### src/hdl/devil_pkg.sv
package devil_pkg;

    ////////////////////////////////////////
    // Widths and timing
    ////////////////////////////////////////

    // Snoop address width on the AC channel
    localparam int ADDR_W = 44;
    // Address bits used by the window filter
    localparam int CMP_W = 32;
    localparam int REG_W = 32;
    // 1 us at 150 MHz
    localparam int CYCLES_PER_UNIT = 150;
    // Room for REG_W delay units times CYCLES_PER_UNIT
    localparam int TIMER_W = REG_W + 8;

    ////////////////////////////////////////
    // Function and test codes
    ////////////////////////////////////////

    localparam logic [3:0] FUNC_OSH = 4'b0000;
    localparam logic [3:0] FUNC_CON = 4'b0001;

    localparam logic [3:0] TEST_FUZZ        = 4'b0000;
    localparam logic [3:0] TEST_DLY_CRVALID = 4'b0001;
    localparam logic [3:0] TEST_DLY_CDVALID = 4'b0010;
    localparam logic [3:0] TEST_DLY_CDLAST  = 4'b0011;

    ////////////////////////////////////////
    // Types
    ////////////////////////////////////////

    // Control word, enable sits in bit 0
    typedef struct packed {
        logic [13:0] spare;
        logic        con_en;
        logic        osh_en;
        logic        addr_flt_en;
        logic        snoop_flt_en;
        logic [4:0]  crresp;
        logic [3:0]  func;
        logic [3:0]  test;
        logic        enable;
    } ctrl_t;

    typedef struct packed {
        logic [3:0]        acsnoop;
        logic [ADDR_W-1:0] addr;
    } snoop_req_t;

    typedef struct packed {
        logic       crvalid;
        logic       cdvalid;
        logic       cdlast;
        logic [4:0] crresp;
    } reply_t;

    typedef enum logic [3:0] {
        IDLE,
        FILTER,
        FUNCTION,
        DUMMY_REPLY,
        ONE_SHOT,
        CONTINUOUS,
        RESPONSE,
        DELAY,
        END_OP,
        END_REPLY
    } devil_state_t;

endpackage

### src/hdl/delay_timer.sv
module delay_timer (
    input  logic                        ace_aclk,
    input  logic                        ace_aresetn,
    input  logic                        i_start,
    input  logic [devil_pkg::REG_W-1:0] i_delay,
    output logic                        o_elapsed
);

    import devil_pkg::*;

    logic               r_running;
    logic [TIMER_W-1:0] r_count;
    logic [TIMER_W-1:0] r_target;

    // Target in clock cycles
    always_ff @(posedge ace_aclk)
    begin
        if (i_start)
        begin
            r_target <= TIMER_W'(i_delay) * TIMER_W'(CYCLES_PER_UNIT);
        end
    end

    always_ff @(posedge ace_aclk)
    begin
        if (!ace_aresetn)
        begin
            r_running <= 1'b0;
            r_count   <= '0;
        end
        else if (i_start)
        begin
            r_running <= 1'b1;
            r_count   <= '0;
        end
        else if (o_elapsed)
        begin
            r_running <= 1'b0;
        end
        else if (r_running)
        begin
            r_count <= r_count + 1'b1;
        end
    end

    // Zero delay fires on the cycle after start
    assign o_elapsed = r_running && (r_count == r_target);

    // Counter parks at its target, so each start gives one pulse
    a_count_bound: assert property (@(posedge ace_aclk) disable iff (!ace_aresetn)
        r_running |-> (r_count <= r_target))
        else $error("delay count ran past its target");

endmodule

### src/hdl/devil_fsm.sv
module devil_fsm (
    input  logic             ace_aclk,
    input  logic             ace_aresetn,
    input  logic             i_acvalid,
    input  logic             i_crready,
    input  devil_pkg::ctrl_t i_ctrl,
    input  logic             i_pass,
    input  logic             i_held,
    input  logic             i_elapsed,
    output logic             o_acready,
    output logic             o_accept,
    output logic             o_dummy_go,
    output logic             o_first_go,
    output logic             o_second_go,
    output logic             o_clear,
    output logic             o_timer_start,
    output logic             o_osh_done,
    output logic             o_end,
    output logic             o_reply_pulse
);

    import devil_pkg::*;

    devil_state_t r_state;
    // End state taken once the crafted reply is out
    devil_state_t r_return;

    ////////////////////////////////////////
    // Handshake and commands
    ////////////////////////////////////////

    assign o_acready = (r_state == IDLE);
    assign o_accept  = o_acready && i_acvalid && i_ctrl.enable && !o_end;

    assign o_dummy_go    = (r_state == DUMMY_REPLY) && i_crready;
    assign o_first_go    = (r_state == RESPONSE);
    assign o_timer_start = (r_state == RESPONSE) && i_held;
    assign o_second_go   = (r_state == DELAY) && i_elapsed;
    assign o_clear       = (r_state == END_OP) || (r_state == END_REPLY);

    ////////////////////////////////////////
    // State sequence
    ////////////////////////////////////////

    always_ff @(posedge ace_aclk)
    begin
        if (!ace_aresetn)
        begin
            r_state       <= IDLE;
            r_return      <= END_REPLY;
            o_osh_done    <= 1'b0;
            o_end         <= 1'b0;
            o_reply_pulse <= 1'b0;
        end
        else
        begin
            o_reply_pulse <= 1'b0;
            case (r_state)
                IDLE:
                begin
                    if (o_accept)
                    begin
                        r_state <= FILTER;
                    end
                    // Rearm one-shot once software drops its enable
                    if (o_osh_done && !i_ctrl.osh_en)
                    begin
                        o_osh_done <= 1'b0;
                    end
                    // Core must be disabled before it runs again
                    if (o_end && !i_ctrl.enable)
                    begin
                        o_end <= 1'b0;
                    end
                end
                FILTER:
                begin
                    r_state <= i_pass ? FUNCTION : DUMMY_REPLY;
                end
                FUNCTION:
                begin
                    if (i_ctrl.func == FUNC_OSH && i_ctrl.osh_en && !o_osh_done)
                    begin
                        r_state <= ONE_SHOT;
                    end
                    else if (i_ctrl.func == FUNC_CON && i_ctrl.con_en)
                    begin
                        r_state <= CONTINUOUS;
                    end
                    else
                    begin
                        r_state <= DUMMY_REPLY;
                    end
                end
                DUMMY_REPLY:
                begin
                    if (i_crready)
                    begin
                        r_state <= END_REPLY;
                    end
                end
                ONE_SHOT:
                begin
                    if (i_crready)
                    begin
                        o_osh_done <= 1'b1;
                        r_return   <= END_OP;
                        r_state    <= RESPONSE;
                    end
                end
                CONTINUOUS:
                begin
                    // Enable low here makes this the last reply
                    if (i_crready)
                    begin
                        r_return <= i_ctrl.con_en ? END_REPLY : END_OP;
                        r_state  <= RESPONSE;
                    end
                end
                RESPONSE:
                begin
                    r_state <= i_held ? DELAY : r_return;
                end
                DELAY:
                begin
                    if (i_elapsed)
                    begin
                        r_state <= r_return;
                    end
                end
                END_OP:
                begin
                    o_end         <= 1'b1;
                    o_reply_pulse <= 1'b1;
                    r_state       <= IDLE;
                end
                END_REPLY:
                begin
                    o_reply_pulse <= 1'b1;
                    r_state       <= IDLE;
                end
                default:
                begin
                    r_state <= IDLE;
                end
            endcase
        end
    end

    ////////////////////////////////////////
    // Checks
    ////////////////////////////////////////

    // AC channel stays closed until the reply has finished
    a_acready_reopen: assert property (@(posedge ace_aclk) disable iff (!ace_aresetn)
        $rose(o_acready) |-> o_reply_pulse)
        else $error("acready reopened before the reply ended");

endmodule

### src/hdl/devil_top.sv
module devil_top (
    input  logic                        ace_aclk,
    input  logic                        ace_aresetn,
    // AC channel
    input  logic                        i_acvalid,
    output logic                        o_acready,
    input  devil_pkg::snoop_req_t       i_ac,
    // Control registers
    input  devil_pkg::ctrl_t            i_ctrl,
    input  logic [devil_pkg::REG_W-1:0] i_delay,
    input  logic [3:0]                  i_acsnoop_match,
    input  logic [devil_pkg::REG_W-1:0] i_base_addr,
    input  logic [devil_pkg::REG_W-1:0] i_addr_size,
    // CR and CD side
    input  logic                        i_crready,
    output logic                        o_crvalid,
    output logic                        o_cdvalid,
    output logic                        o_cdlast,
    output logic [4:0]                  o_crresp,
    // Status
    output logic                        o_reply,
    output logic                        o_end,
    output logic                        o_osh_done
);

    import devil_pkg::*;

    logic   w_accept;
    logic   w_pass;
    logic   w_held;
    logic   w_elapsed;
    logic   w_dummy_go;
    logic   w_first_go;
    logic   w_second_go;
    logic   w_clear;
    logic   w_timer_start;
    reply_t w_reply;

    snoop_filter u_snoop_filter (
        .ace_aclk        (ace_aclk),
        .ace_aresetn     (ace_aresetn),
        .i_accept        (w_accept),
        .i_ac            (i_ac),
        .i_ctrl          (i_ctrl),
        .i_acsnoop_match (i_acsnoop_match),
        .i_base_addr     (i_base_addr),
        .i_addr_size     (i_addr_size),
        .o_pass          (w_pass)
    );

    devil_fsm u_devil_fsm (
        .ace_aclk      (ace_aclk),
        .ace_aresetn   (ace_aresetn),
        .i_acvalid     (i_acvalid),
        .i_crready     (i_crready),
        .i_ctrl        (i_ctrl),
        .i_pass        (w_pass),
        .i_held        (w_held),
        .i_elapsed     (w_elapsed),
        .o_acready     (o_acready),
        .o_accept      (w_accept),
        .o_dummy_go    (w_dummy_go),
        .o_first_go    (w_first_go),
        .o_second_go   (w_second_go),
        .o_clear       (w_clear),
        .o_timer_start (w_timer_start),
        .o_osh_done    (o_osh_done),
        .o_end         (o_end),
        .o_reply_pulse (o_reply)
    );

    delay_timer u_delay_timer (
        .ace_aclk    (ace_aclk),
        .ace_aresetn (ace_aresetn),
        .i_start     (w_timer_start),
        .i_delay     (i_delay),
        .o_elapsed   (w_elapsed)
    );

    reply_driver u_reply_driver (
        .ace_aclk    (ace_aclk),
        .ace_aresetn (ace_aresetn),
        .i_dummy_go  (w_dummy_go),
        .i_first_go  (w_first_go),
        .i_second_go (w_second_go),
        .i_clear     (w_clear),
        .i_ctrl      (i_ctrl),
        .o_held      (w_held),
        .o_reply     (w_reply)
    );

    assign o_crvalid = w_reply.crvalid;
    assign o_cdvalid = w_reply.cdvalid;
    assign o_cdlast  = w_reply.cdlast;
    assign o_crresp  = w_reply.crresp;

endmodule

### src/hdl/reply_driver.sv
module reply_driver (
    input  logic               ace_aclk,
    input  logic               ace_aresetn,
    input  logic               i_dummy_go,
    input  logic               i_first_go,
    input  logic               i_second_go,
    input  logic               i_clear,
    input  devil_pkg::ctrl_t   i_ctrl,
    output logic               o_held,
    output devil_pkg::reply_t  o_reply
);

    import devil_pkg::*;

    logic [3:0] r_test;
    logic       r_pending;

    function automatic logic is_delay_test(input logic [3:0] test);
        return (test == TEST_DLY_CRVALID)
            || (test == TEST_DLY_CDVALID)
            || (test == TEST_DLY_CDLAST);
    endfunction

    // Decoded live during the first phase, latched afterwards
    assign o_held = i_first_go ? is_delay_test(i_ctrl.test) : r_pending;

    always_ff @(posedge ace_aclk)
    begin
        if (!ace_aresetn)
        begin
            o_reply   <= '0;
            r_test    <= TEST_FUZZ;
            r_pending <= 1'b0;
        end
        else if (i_clear)
        begin
            o_reply   <= '0;
            r_pending <= 1'b0;
        end
        else if (i_dummy_go)
        begin
            o_reply.crvalid <= 1'b1;
            o_reply.crresp  <= '0;
        end
        else if (i_first_go)
        begin
            o_reply.crresp <= i_ctrl.crresp;
            r_test         <= i_ctrl.test;
            r_pending      <= is_delay_test(i_ctrl.test);
            // Unknown codes leave all lines low
            case (i_ctrl.test)
                TEST_FUZZ:        o_reply[7:5] <= 3'b111;
                TEST_DLY_CRVALID: o_reply[7:5] <= 3'b011;
                TEST_DLY_CDVALID: o_reply[7:5] <= 3'b101;
                TEST_DLY_CDLAST:  o_reply[7:5] <= 3'b110;
                default:          o_reply[7:5] <= 3'b000;
            endcase
        end
        else if (i_second_go && r_pending)
        begin
            r_pending <= 1'b0;
            case (r_test)
                TEST_DLY_CRVALID: o_reply.crvalid <= 1'b1;
                TEST_DLY_CDVALID: o_reply.cdvalid <= 1'b1;
                TEST_DLY_CDLAST:  o_reply.cdlast  <= 1'b1;
                default:          o_reply.crvalid <= o_reply.crvalid;
            endcase
        end
    end

    a_cdlast_order: assert property (@(posedge ace_aclk) disable iff (!ace_aresetn)
        $rose(o_reply.cdlast) |-> o_reply.cdvalid || (r_test == TEST_DLY_CDVALID))
        else $error("cdlast rose ahead of cdvalid");

endmodule

### src/hdl/snoop_filter.sv
module snoop_filter (
    input  logic                 ace_aclk,
    input  logic                 ace_aresetn,
    input  logic                 i_accept,
    input  devil_pkg::snoop_req_t i_ac,
    input  devil_pkg::ctrl_t     i_ctrl,
    input  logic [3:0]           i_acsnoop_match,
    input  logic [devil_pkg::REG_W-1:0] i_base_addr,
    input  logic [devil_pkg::REG_W-1:0] i_addr_size,
    output logic                 o_pass
);

    import devil_pkg::*;

    snoop_req_t       r_req;
    logic             r_valid;
    logic             w_snoop_hit;
    logic             w_addr_hit;
    logic [CMP_W:0]   w_win_end;
    logic [CMP_W-1:0] w_addr_low;

    // Request register, loaded on the handshake only
    always_ff @(posedge ace_aclk)
    begin
        if (i_accept)
        begin
            r_req <= i_ac;
        end
    end

    // Nothing to compare before the first accepted request
    always_ff @(posedge ace_aclk)
    begin
        if (!ace_aresetn)
        begin
            r_valid <= 1'b0;
        end
        else if (i_accept)
        begin
            r_valid <= 1'b1;
        end
    end

    assign w_snoop_hit = (r_req.acsnoop == i_acsnoop_match);

    // Window end kept one bit wider so base plus size cannot wrap
    assign w_addr_low = r_req.addr[CMP_W-1:0];
    assign w_win_end  = {1'b0, i_base_addr[CMP_W-1:0]} + {1'b0, i_addr_size[CMP_W-1:0]};
    assign w_addr_hit = (w_addr_low >= i_base_addr[CMP_W-1:0])
                     && ({1'b0, w_addr_low} < w_win_end);

    // Disabled filters always pass
    assign o_pass = r_valid
                 && (!i_ctrl.snoop_flt_en || w_snoop_hit)
                 && (!i_ctrl.addr_flt_en || w_addr_hit);

endmodule

### config.mk
export PLATFORM = sky130hd
export DESIGN_NAME = devil_top
export DESIGN_NICKNAME = d
export VERILOG_FILES = /design/src/hdl/devil_pkg.sv /design/src/hdl/delay_timer.sv /design/src/hdl/devil_fsm.sv /design/src/hdl/devil_top.sv /design/src/hdl/reply_driver.sv /design/src/hdl/snoop_filter.sv
export SDC_FILE = /design/constraint.sdc
export NUM_CORES = 1
export LEC_CHECK = 0
export ABC_AREA = 1
export BUFFER_PORTS_ARGS = -buffer_cell sky130_fd_sc_hd__buf_2
export CAP_MARGIN = 10
export CORE_AREA = 4 4 170 172
export DETAILED_ROUTE_END_ITERATION = 7
export DIE_AREA = 0 0 174 176
export GPL_TIMING_DRIVEN = 1
export PLACE_DENSITY = 0.76
export SYNTH_ARGS = -nofsm -noshare
export SYNTH_HDL_FRONTEND = slang
export SYNTH_HIERARCHICAL = 1
export SYNTH_SLANG_ARGS = --single-unit
### constraint.sdc
create_clock -name ace_aclk -period 4.4 [get_ports ace_aclk]
set_input_delay 0.88 -clock ace_aclk [delete_from_list [all_inputs] [get_ports ace_aclk]]
set_output_delay 0.88 -clock ace_aclk [all_outputs]
set_load 0.01 [all_outputs]
; ---- Yosys cells after proc, flatten, opt, wreduce, memory -nomap -nowiden
; Cells that the tools add are included.
[op_classes]
n_div = 0
shift = 0
magnitude_cmp = 2
n_eq_ne = 26
reduce_logical = 54
mux = 31
addsub = 2
n_bitwise = 4
mul = 1
[op_table]
columns = cell, n
row1 = "40-bit by 1-bit adder with 40-bit output, second input constant", 1
row2 = 40-bit == test, 1
row3 = "32-bit by 7-bit multiplier with 39-bit output, second input constant", 1
row4 = 32-bit by 32-bit adder with 33-bit output, 1
row5 = 32-bit by 33-bit < comparator with 1-bit output, 1
row6 = 32-bit >= comparator, 1
row7 = 4-bit two-way mux, 8
row8 = 4-bit one-hot mux with 7 select lines, 1
row9 = "4-bit by 2-bit == test with 1-bit output, second input constant", 6
row10 = "4-bit by 1-bit == test with 1-bit output, second input constant", 4
row11 = "4-bit by 3-bit == test with 1-bit output, second input constant", 4
row12 = 1-bit logical AND, 16
row13 = 1-bit two-way mux, 15
row14 = 3-bit AND reduction, 5
row15 = 2-bit nonzero test, 7
row16 = 4-bit logical NOT, 3
row17 = "2-bit != test, second input constant", 6
row18 = 3-bit one-hot mux with 4 select lines, 1
row19 = 3-bit two-way mux, 3
row20 = "4-bit == test, second input constant", 2
row21 = 4-bit one-hot mux with 2 select lines, 1
row22 = 2-bit AND reduction, 4
row23 = 2-bit OR reduction, 4
row24 = 1-bit logical NOT, 6
row25 = 8 further kinds, 18
[totals]
input_bits = 184
memories = 0
register_bits = 141
mem_bits_rw = 0
latch_bits = 0
mem_bits_ro = 0
wordCells = 137

; ---- Longest topological paths before layout
; Gate-level depths: netlist of run 1.
[depth]
word_depth = 7
ltp_mapped = 33

; ---- By module
; Netlist of run 1, hierarchy kept.
[modules_own_cells]
columns = module, n_inst, area_each_um2, cells_per_inst, seq_area_each_um2
row1 = delay_timer, 1, 9054.9, 1278, 1991.9
row2 = snoop_filter, 1, 4566.9, 595, 1101.1
row3 = reply_driver, 1, 604.3, 87, 260.2
row4 = devil_fsm, 1, 593.1, 97, 160.2

; ---- Least setup slack after synthesis of run 1
; No wires, ideal clock.
[synth_timing]
path_type = input to register
from = input i_delay[23] (netlist bit)
to = register u_delay_timer.r_target[36] (data pin)
t_required_ns = 4.148
path_stages = 15
slack_ns = 0.274
arrival_time_ns = 3.873
cell_sequence = ha_1 ha_1 fa_1 inv_1 fa_1 inv_1 ha_1 a21oi_1 a21boi_0 a21boi_0 nor2_1 nor2_1 nand2_1 nand2_1 nand2_1
[synth_via]
elab_chain_len = 1
[synth_lines]
columns = element, line_no
row1 = start: declaration, devil_top.sv:10  ; input logic [devil_pkg::REG_W-1:0] i_delay,
row2 = 32-bit by 7-bit multiplier with 39-bit output, delay_timer.sv:20  ; r_target <= TIMER_W'(i_delay) * TIMER_W'(CYCLES_PER_UNIT);
row3 = end signal: assignment, delay_timer.sv:20
row4 = end: declaration, delay_timer.sv:13  ; logic [TIMER_W-1:0] r_target;
; No other way between the ends.
; A chain may end at the register's enable or synchronous reset.

; ---- Final worst setup path of run 1
[layout_timing]
from = input i_delay[11] (netlist bit)
to = register u_delay_timer.r_target[32] (data pin)
; The elaborated chain is that of the path after synthesis.

==> results.md, run 1 <==
* Global route total overflow at 0
* Die height at 176 um
* H-tree levels at 4
* Root buffer cell: clkbuf_16
* Total power at 6400 uW
* Sequential-to-total area share from yosys stat at 23.7%
* Power Density at 367 nW/um^2
* Commonest non-fill, non-tap cell in the layout: nand2_1
* Share of cells above drive strength 1 at 15.8%
* Die width at 174 um
* Reg clk slew, reported paths at 60 ps
* Synth cell types at 47
* Final setup vio count at 0
* Crit path DAT at 4340 ps
* Fin crit share at 94.4%
* DP Wirelength at 31.4 mm
* TritonRoute pass-1 iters at 5
* Register-to-register setup slack at 1450 ps
* I/O pin count at 196
* Cells after Synth at 2057
* Commonest non-fill, non-tap cells in the layout: 503 x nand2_1, 341 x inv_1, 205 x ha_1
* Setup Fix Bufs, Post-CTS at 0
* Fin cells at 2692
* Top_reg_cell synth: edfxtp_1
* Startpoint Class: input port
* Outcome: complete, no violations
* Vias in the first global route at 13800
* EDFF count, synth at 75
* Worst-Margin Slew at 1160 ps
* Buffers on Ports at 169
* Slew Limit Fails at 0
* Yosys warns at 6
* Max Cap Violations at 0
* Min-delay worst type: flop to flop
* Post-route setup TNS at 0 ps
* DP Worst Slack at -216 ps
* Initial drt markers at 1061
* CP Max Fanout at 4
* Maximum clock frequency at 241 MHz
* Worst hold margin at 460 ps
* Synthesized area at 14800 um^2
* Leak Pwr at 0.00863 uW
* Die area at 30600 um^2
* CTS tree: done
* First-pass GRT wire length at 63.3 mm
* Post-layout min period at 4160 ps
* RSZ-0062 raised after global routing: no
* Routed len/inst at 14.0 um
* #FFs+latches synth at 138
* Row count at 61
* Antenna-violating nets left at 0
* Clk buf depth at 2
* Via count at 14100
* Final hold viol count at 0
* Layout area overhead at 17.7%
* Post-detailed-route DRC marker count at 0
* Initial Util at 53.9%
* Crit path required time at 4590 ps
* Initial antenna violation count at 0
* Worst setup margin at 245 ps
* Clock Skew at 15.0 ps
* Largest net degree at the start of global routing at 43
* Routability cong. at 0.955
* Max VDD drop at 183 uV
* Post-CTS Resized at 0
* Routed wire length at 37.8 mm
* Vias per cell at 5.25
* Hold Buf Count CTS at 0
* Synth Net Count at 2502
* Placed insts at 2660
* CP endpoint kind: flop
* Worst-Skew Late Latency at 430 ps
* Layout fillers at 2417
* Slew margin rel. at 22.2%
* Avg Inst Size Synth at 7.20 um^2
* CTS Buf Count at 17
* Async S/R FF share, synth at 0%
* Kind of critical path: input port to flop
* Nets at 2778
* Total core area at 27500 um^2
* Clk sink count at 138
* Overall Global Routing Usage at 24.6%
* Diodes inserted at 0
-- state kept, by name, indices dropped and copies added, names as in the netlist --
signal                     flops
u_devil_fsm/o_end              1
u_devil_fsm/o_osh_done         1
u_reply_driver/o_reply         8
u_devil_fsm/o_reply_pulse      1
u_devil_fsm/r_state            4
u_reply_driver/r_pending       1
u_snoop_filter/r_req          36
u_reply_driver/r_test          4
u_delay_timer/r_count         40
u_delay_timer/r_running        1
u_devil_fsm/r_return           1
u_delay_timer/r_target        39
u_snoop_filter/r_valid         1
-- per-stage QoR --
stage,utilization [%],instance area [um^2]
floorplan,-,14800
global placement,61.2,16800
detailed placement,61.2,16800
CTS,63.4,17400
global route,63.5,17400
finish,63.5,17400
-- routing by layer --
| layer | track usage, % | vias to the layer above | routed length [um] |
|---|---|---|---|
| met5 | 0 | - | 0 |
| met4 | 7.23 | 0 | 871 |
| met3 | 3.73 | 68 | 1910 |
| met2 | 44.3 | 403 | 18400 |
| met1 | 30.6 | 6466 | 16600 |
| li1 | - | 7204 | - |
-- where the power goes --
part	switching [uW]	total (uW)	leakage (uW)	internal [uW]
clock	599	1490	0.000310	893
combinational	1890	3370	0.00712	1480
sequential	23.1	1530	0.00119	1510
-- Yosys cell counts (4+ instances only) --
cell        n  area (um^2)
o21ai_1     4         20.0
o211ai_1    7         52.6
a31oi_1     9         56.3
inv_1     341         1280
edfxtp_1   75         2250
nand3_1   111          556
ha_1      205         2560
nor2_1    201          754
a21oi_1   159          796
buf_2       5         25.0
xor2_1     65          569
xnor2_1    25          219
inv_2      16         60.1
nor3_1     26          130
clkbuf_1    9         33.8
o21ai_0    61          305
o21bai_1   14          105
buf_4       5         37.5
nor2_2      4         25.0
nor3_2      4         40.0
fa_1       56         1120
a21boi_0    4         30.0
nand4_1    22          138
dfxtp_1    63         1260
a21o_1      9         67.6
nor2_4      6         67.6
nand2_1   503         1890
nand2_2    17          106
-- cell type report --
class,count,area (um^2),share of cell area (%)
inverters,359,1350,7.73
well taps,346,433,2.48
flip-flops and latches,138,3510,20.2
clock buffers,21,503,2.88
repair buffers,276,1650,9.46
clock inverters,11,116,0.667
multi-input cells,1541,9870,56.6
-- logic make-up (layout without fill, tap and decap cells) --
| group | count (synthesis) | count (layout) | synth area share (%) |
|---|---|---|---|
| adder cells (fa/ha/maj) | 261 | 261 | 24.9 |
| AND/OR/NAND/NOR | 909 | 909 | 25.9 |
| buffers and inverters | 378 | 667 | 9.74 |
| AO/OA/AOI/OAI | 281 | 281 | 10.5 |
| XOR/XNOR | 90 | 90 | 5.32 |
| flip-flops | 138 | 138 | 23.7 |
-- worst paths after layout --
path                        startpoint                         end  cells after the start
min          u_reply_driver/o_reply[4]   u_reply_driver/o_reply[4]                      2
min reg2reg  u_reply_driver/o_reply[4]   u_reply_driver/o_reply[4]                      2
max                        i_delay[11]  u_delay_timer/r_target[32]                     16
max reg2reg  u_delay_timer/r_count[11]   u_delay_timer/r_count[20]                     12
-- critical path, stage by stage --
cell	delay (ps)
buf_2	130
ha_1	290
ha_1	300
fa_1	550
inv_1	60
fa_1	490
inv_1	40
ha_1	330
nand2_1	80
buf_4	140
o21ai_0	300
a21oi_1	70
o21ai_0	260
nand3_1	220
nand3_1	140
nand2_1	60
Power figures use the tool's default switching activity.
==> inputs of run 2 (changes only) <==
CORE_AREA = 4 4 122 240   (was 4 4 170 172)
CTS_BUF_LIST = sky130_fd_sc_hd__clkbuf_8   (was default)
DIE_AREA = 0 0 126 244   (was 0 0 174 176)
PLACE_DENSITY = 0.75   (was 0.76)
==> results.md, run 2 (synthesis gave the netlist of run 1 again) <==
* Worst hold margin at 468 ps (was 460 ps)
* Slew margin rel. at 19.9% (was 22.2%)
* Commonest non-fill, non-tap cells in the layout: 502 x nand2_1, 344 x inv_1, 205 x ha_1 (was 503 x nand2_1, 341 x inv_1, 205 x ha_1)
* Sequential power share at 24.3% (was 23.9%)
* Outcome: complete, no violations (unchanged)
* Biggest register: u_delay_timer/r_count (unchanged)
* Routability cong. at 0.995 (was 0.955)
* Overall Global Routing Usage at 31.0% (was 24.6%)
* Hold_sp: u_reply_driver/o_reply[3] (was u_reply_driver/o_reply[4])
* Slew Limit Fails at 0 (unchanged)
* Vias in the first global route at 15400 (was 13800)
* Clk buf depth at 2 (unchanged)
* Crit path DAT at 4410 ps (was 4340 ps)
* Worst-Skew Late Latency at 470 ps (was 430 ps)
* Worst setup margin at 219 ps (was 245 ps)
* Reg clk slew, reported paths at 80 ps (was 60 ps)
* Vias per cell at 5.35 (was 5.25)
* Fin crit share at 95.0% (was 94.4%)
* Routed len/inst at 17.2 um (was 14.0 um)
* Layout area overhead at 20.2% (was 17.7%)
* I/O pin count at 196 (unchanged)
* Min-delay worst type: flop to flop (unchanged)
* CTS Buf Count at 17 (unchanged)
* Internal at 3740 uW (was 3880 uW)
* Worst reg2reg path depth at 18 (was 12)
* Placed insts at 2733 (was 2660)
* Buffers on Ports at 169 (unchanged)
* Clock Skew at 8.98 ps (was 15.0 ps)
* CTS tree: done (unchanged)
* DP Worst Slack at -340 ps (was -216 ps)
* Clock network fraction of design power at 17.9% (was 23.3%)
* Fin cells at 2768 (was 2692)
* CP Max Fanout at 4 (unchanged)
* H-tree levels at 4 (unchanged)
* Largest net degree at the start of global routing at 42 (was 43)
* Die width at 126 um (was 174 um)
* CP endpoint kind: flop (unchanged)
* Nets at 2846 (was 2778)
* Share of cells above drive strength 1 at 18.1% (was 15.8%)
* Switching share of power at 40.9% (was 39.3%)
* Antenna-violating nets left at 0 (unchanged)
* Comb pwr share at 57.8% (was 52.7%)
* Post-detailed-route DRC marker count at 0 (unchanged)
* Startpoint Class: input port (unchanged)
* Max Cap Violations at 0 (unchanged)
* Power Density at 355 nW/um^2 (was 367 nW/um^2)
* Initial antenna violation count at 2 (was 0)
* Leak Pwr at 0.00888 uW (was 0.00863 uW)
* Fin util at 64.7% (was 63.5%)
* Final hold viol count at 0 (unchanged)
* Die area at 30700 um^2 (was 30600 um^2)
* Row count at 86 (was 61)
* Register-to-register setup slack at 1380 ps (was 1450 ps)
* Hold depth at 2 (unchanged)
* Kind of critical path: input port to flop (unchanged)
* Regs by FF count: u_delay_timer/r_count x40, u_delay_timer/r_target x39, u_snoop_filter/r_req x36 (unchanged)
* Worst-Margin Slew at 1200 ps (was 1160 ps)
* Via count at 14800 (was 14100)
* Commonest non-fill, non-tap cell in the layout: nand2_1 (unchanged)
* Die height at 244 um (was 176 um)
* Sw power at 2590 uW (was 2520 uW)
* Worst path cell trace: buf_2 > ha_1 > ha_1 > fa_1 > inv_1 > fa_1 > inv_1 > ha_1 > nand2_1 > nor2_1 > nand2_1 > o21ai_0 > nand3_1 > nand3_1 > nand2_1 (was buf_2 > ha_1 > ha_1 > fa_1 > inv_1 > fa_1 > inv_1 > ha_1 > nand2_1 > buf_4 > o21ai_0 > a21oi_1 > o21ai_0 > nand3_1 > nand3_1 > nand2_1)
* Global route total overflow at 0 (unchanged)
* Post-layout min period at 4180 ps (was 4160 ps)
* Clk sink count at 138 (unchanged)
* Initial Util at 53.8% (was 53.9%)
* Total core area at 27500 um^2 (about the same)
* Hold Path Sink: u_reply_driver/o_reply[3] (was u_reply_driver/o_reply[4])
* Root buffer cell: clkbuf_8 (was clkbuf_16)
* TritonRoute pass-1 iters at 6 (was 5)
* FF-to-FF End: u_devil_fsm/r_state[0] (was u_delay_timer/r_count[20])
* Post-route setup TNS at 0 ps (unchanged)
* Maximum clock frequency at 239 MHz (was 241 MHz)
* R2R Path Start: u_snoop_filter/r_req[7] (was u_delay_timer/r_count[11])
* Initial drt markers at 656 (was 1061)
* First-pass GRT wire length at 74.6 mm (was 63.3 mm)
* Routed wire length at 47.7 mm (was 37.8 mm)
* Crit path required time at 4630 ps (was 4590 ps)
* Max reg flops at 40 (unchanged)
* Max VDD drop at 266 uV (was 183 uV)
* DP Wirelength at 41.0 mm (was 31.4 mm)
* Critical path's slowest cell: fa_1 (unchanged)
* Final setup vio count at 0 (unchanged)
* Slowest stage delay, CP at 550 ps (about the same)
## run 2: cell types whose count changed in the layout (fill, tap and decap cells not counted), sizes merged
cell / before / now
clkinv: 4 / 6
diode: 0 / 2
inv: 365 / 363
clkinvlp: 0 / 1
bufinv: 1 / 4
clkbuf: 21 / 17
buf: 276 / 344
## run 2: worst max-delay path: cells and delay by family
kind	cells	cell delay (ps)
AOI/OAI and AO/OA	1	500
and+or+nand+nor	6	790
buffers and inverters	3	230
adders and majority gates	5	2000
## run 2: worst max-delay path by stage
stage	depth (start not counted)	to	from
finish	15	u_delay_timer/r_target[35]	i_delay[9]
global route	28	u_devil_fsm/r_state[0]	i_base_addr[0]
CTS	28	u_devil_fsm/r_state[0]	i_base_addr[0]
detailed placement	28	u_devil_fsm/r_state[0]	i_base_addr[0]
global placement	28	u_devil_fsm/r_state[0]	i_base_addr[0]
floorplan	15	u_delay_timer/r_target[36]	i_delay[23]
## run 2: final cells by class
cell class                 count  area [um^2]
sequential                   138         3510
antenna                        2         5.00
tap                          352          440
multi-input combinational   1541         9930
clock buffer                  17          234
inverter                     359         1350
timing repair buffer         344         2160
fill                        2564         9730
clock inverter                15          181
## run 2: routing by layer
metal / global-route usage (%) / part of all wire, %
met1: 24.3 / 29
met2: 63.7 / 58
met3: 3.56 / 3.6
met4: 25.7 / 9.9
met5: 0 / 0
## run 2: stage by stage
stage                     total power [uW]  cell area (um^2)
after global routing                  6860             17800
after CTS                             6340             17700
after detailed placement              5200             17300
after floorplan                       3650             14800
after global placement                5120             17300
final                                 6330             17800
## run 2: repair_timing
item | 4_1_cts | 5_1_grt
hold buffers | 0 | 0
gates resized for setup | 0 | 12
endpoints found under the setup margin | 0 | 1
buffers inserted | 0 | 1
## run 2: power by group through the flow
stage               combinational, uW  clock (uW)  sequential (uW)
floorplan                        2090           0             1550
global placement                 3550           0             1570
detailed placement               3630           0             1570
CTS                              3650        1160             1540
global route                     4120        1200             1540
finish                           3650        1130             1540
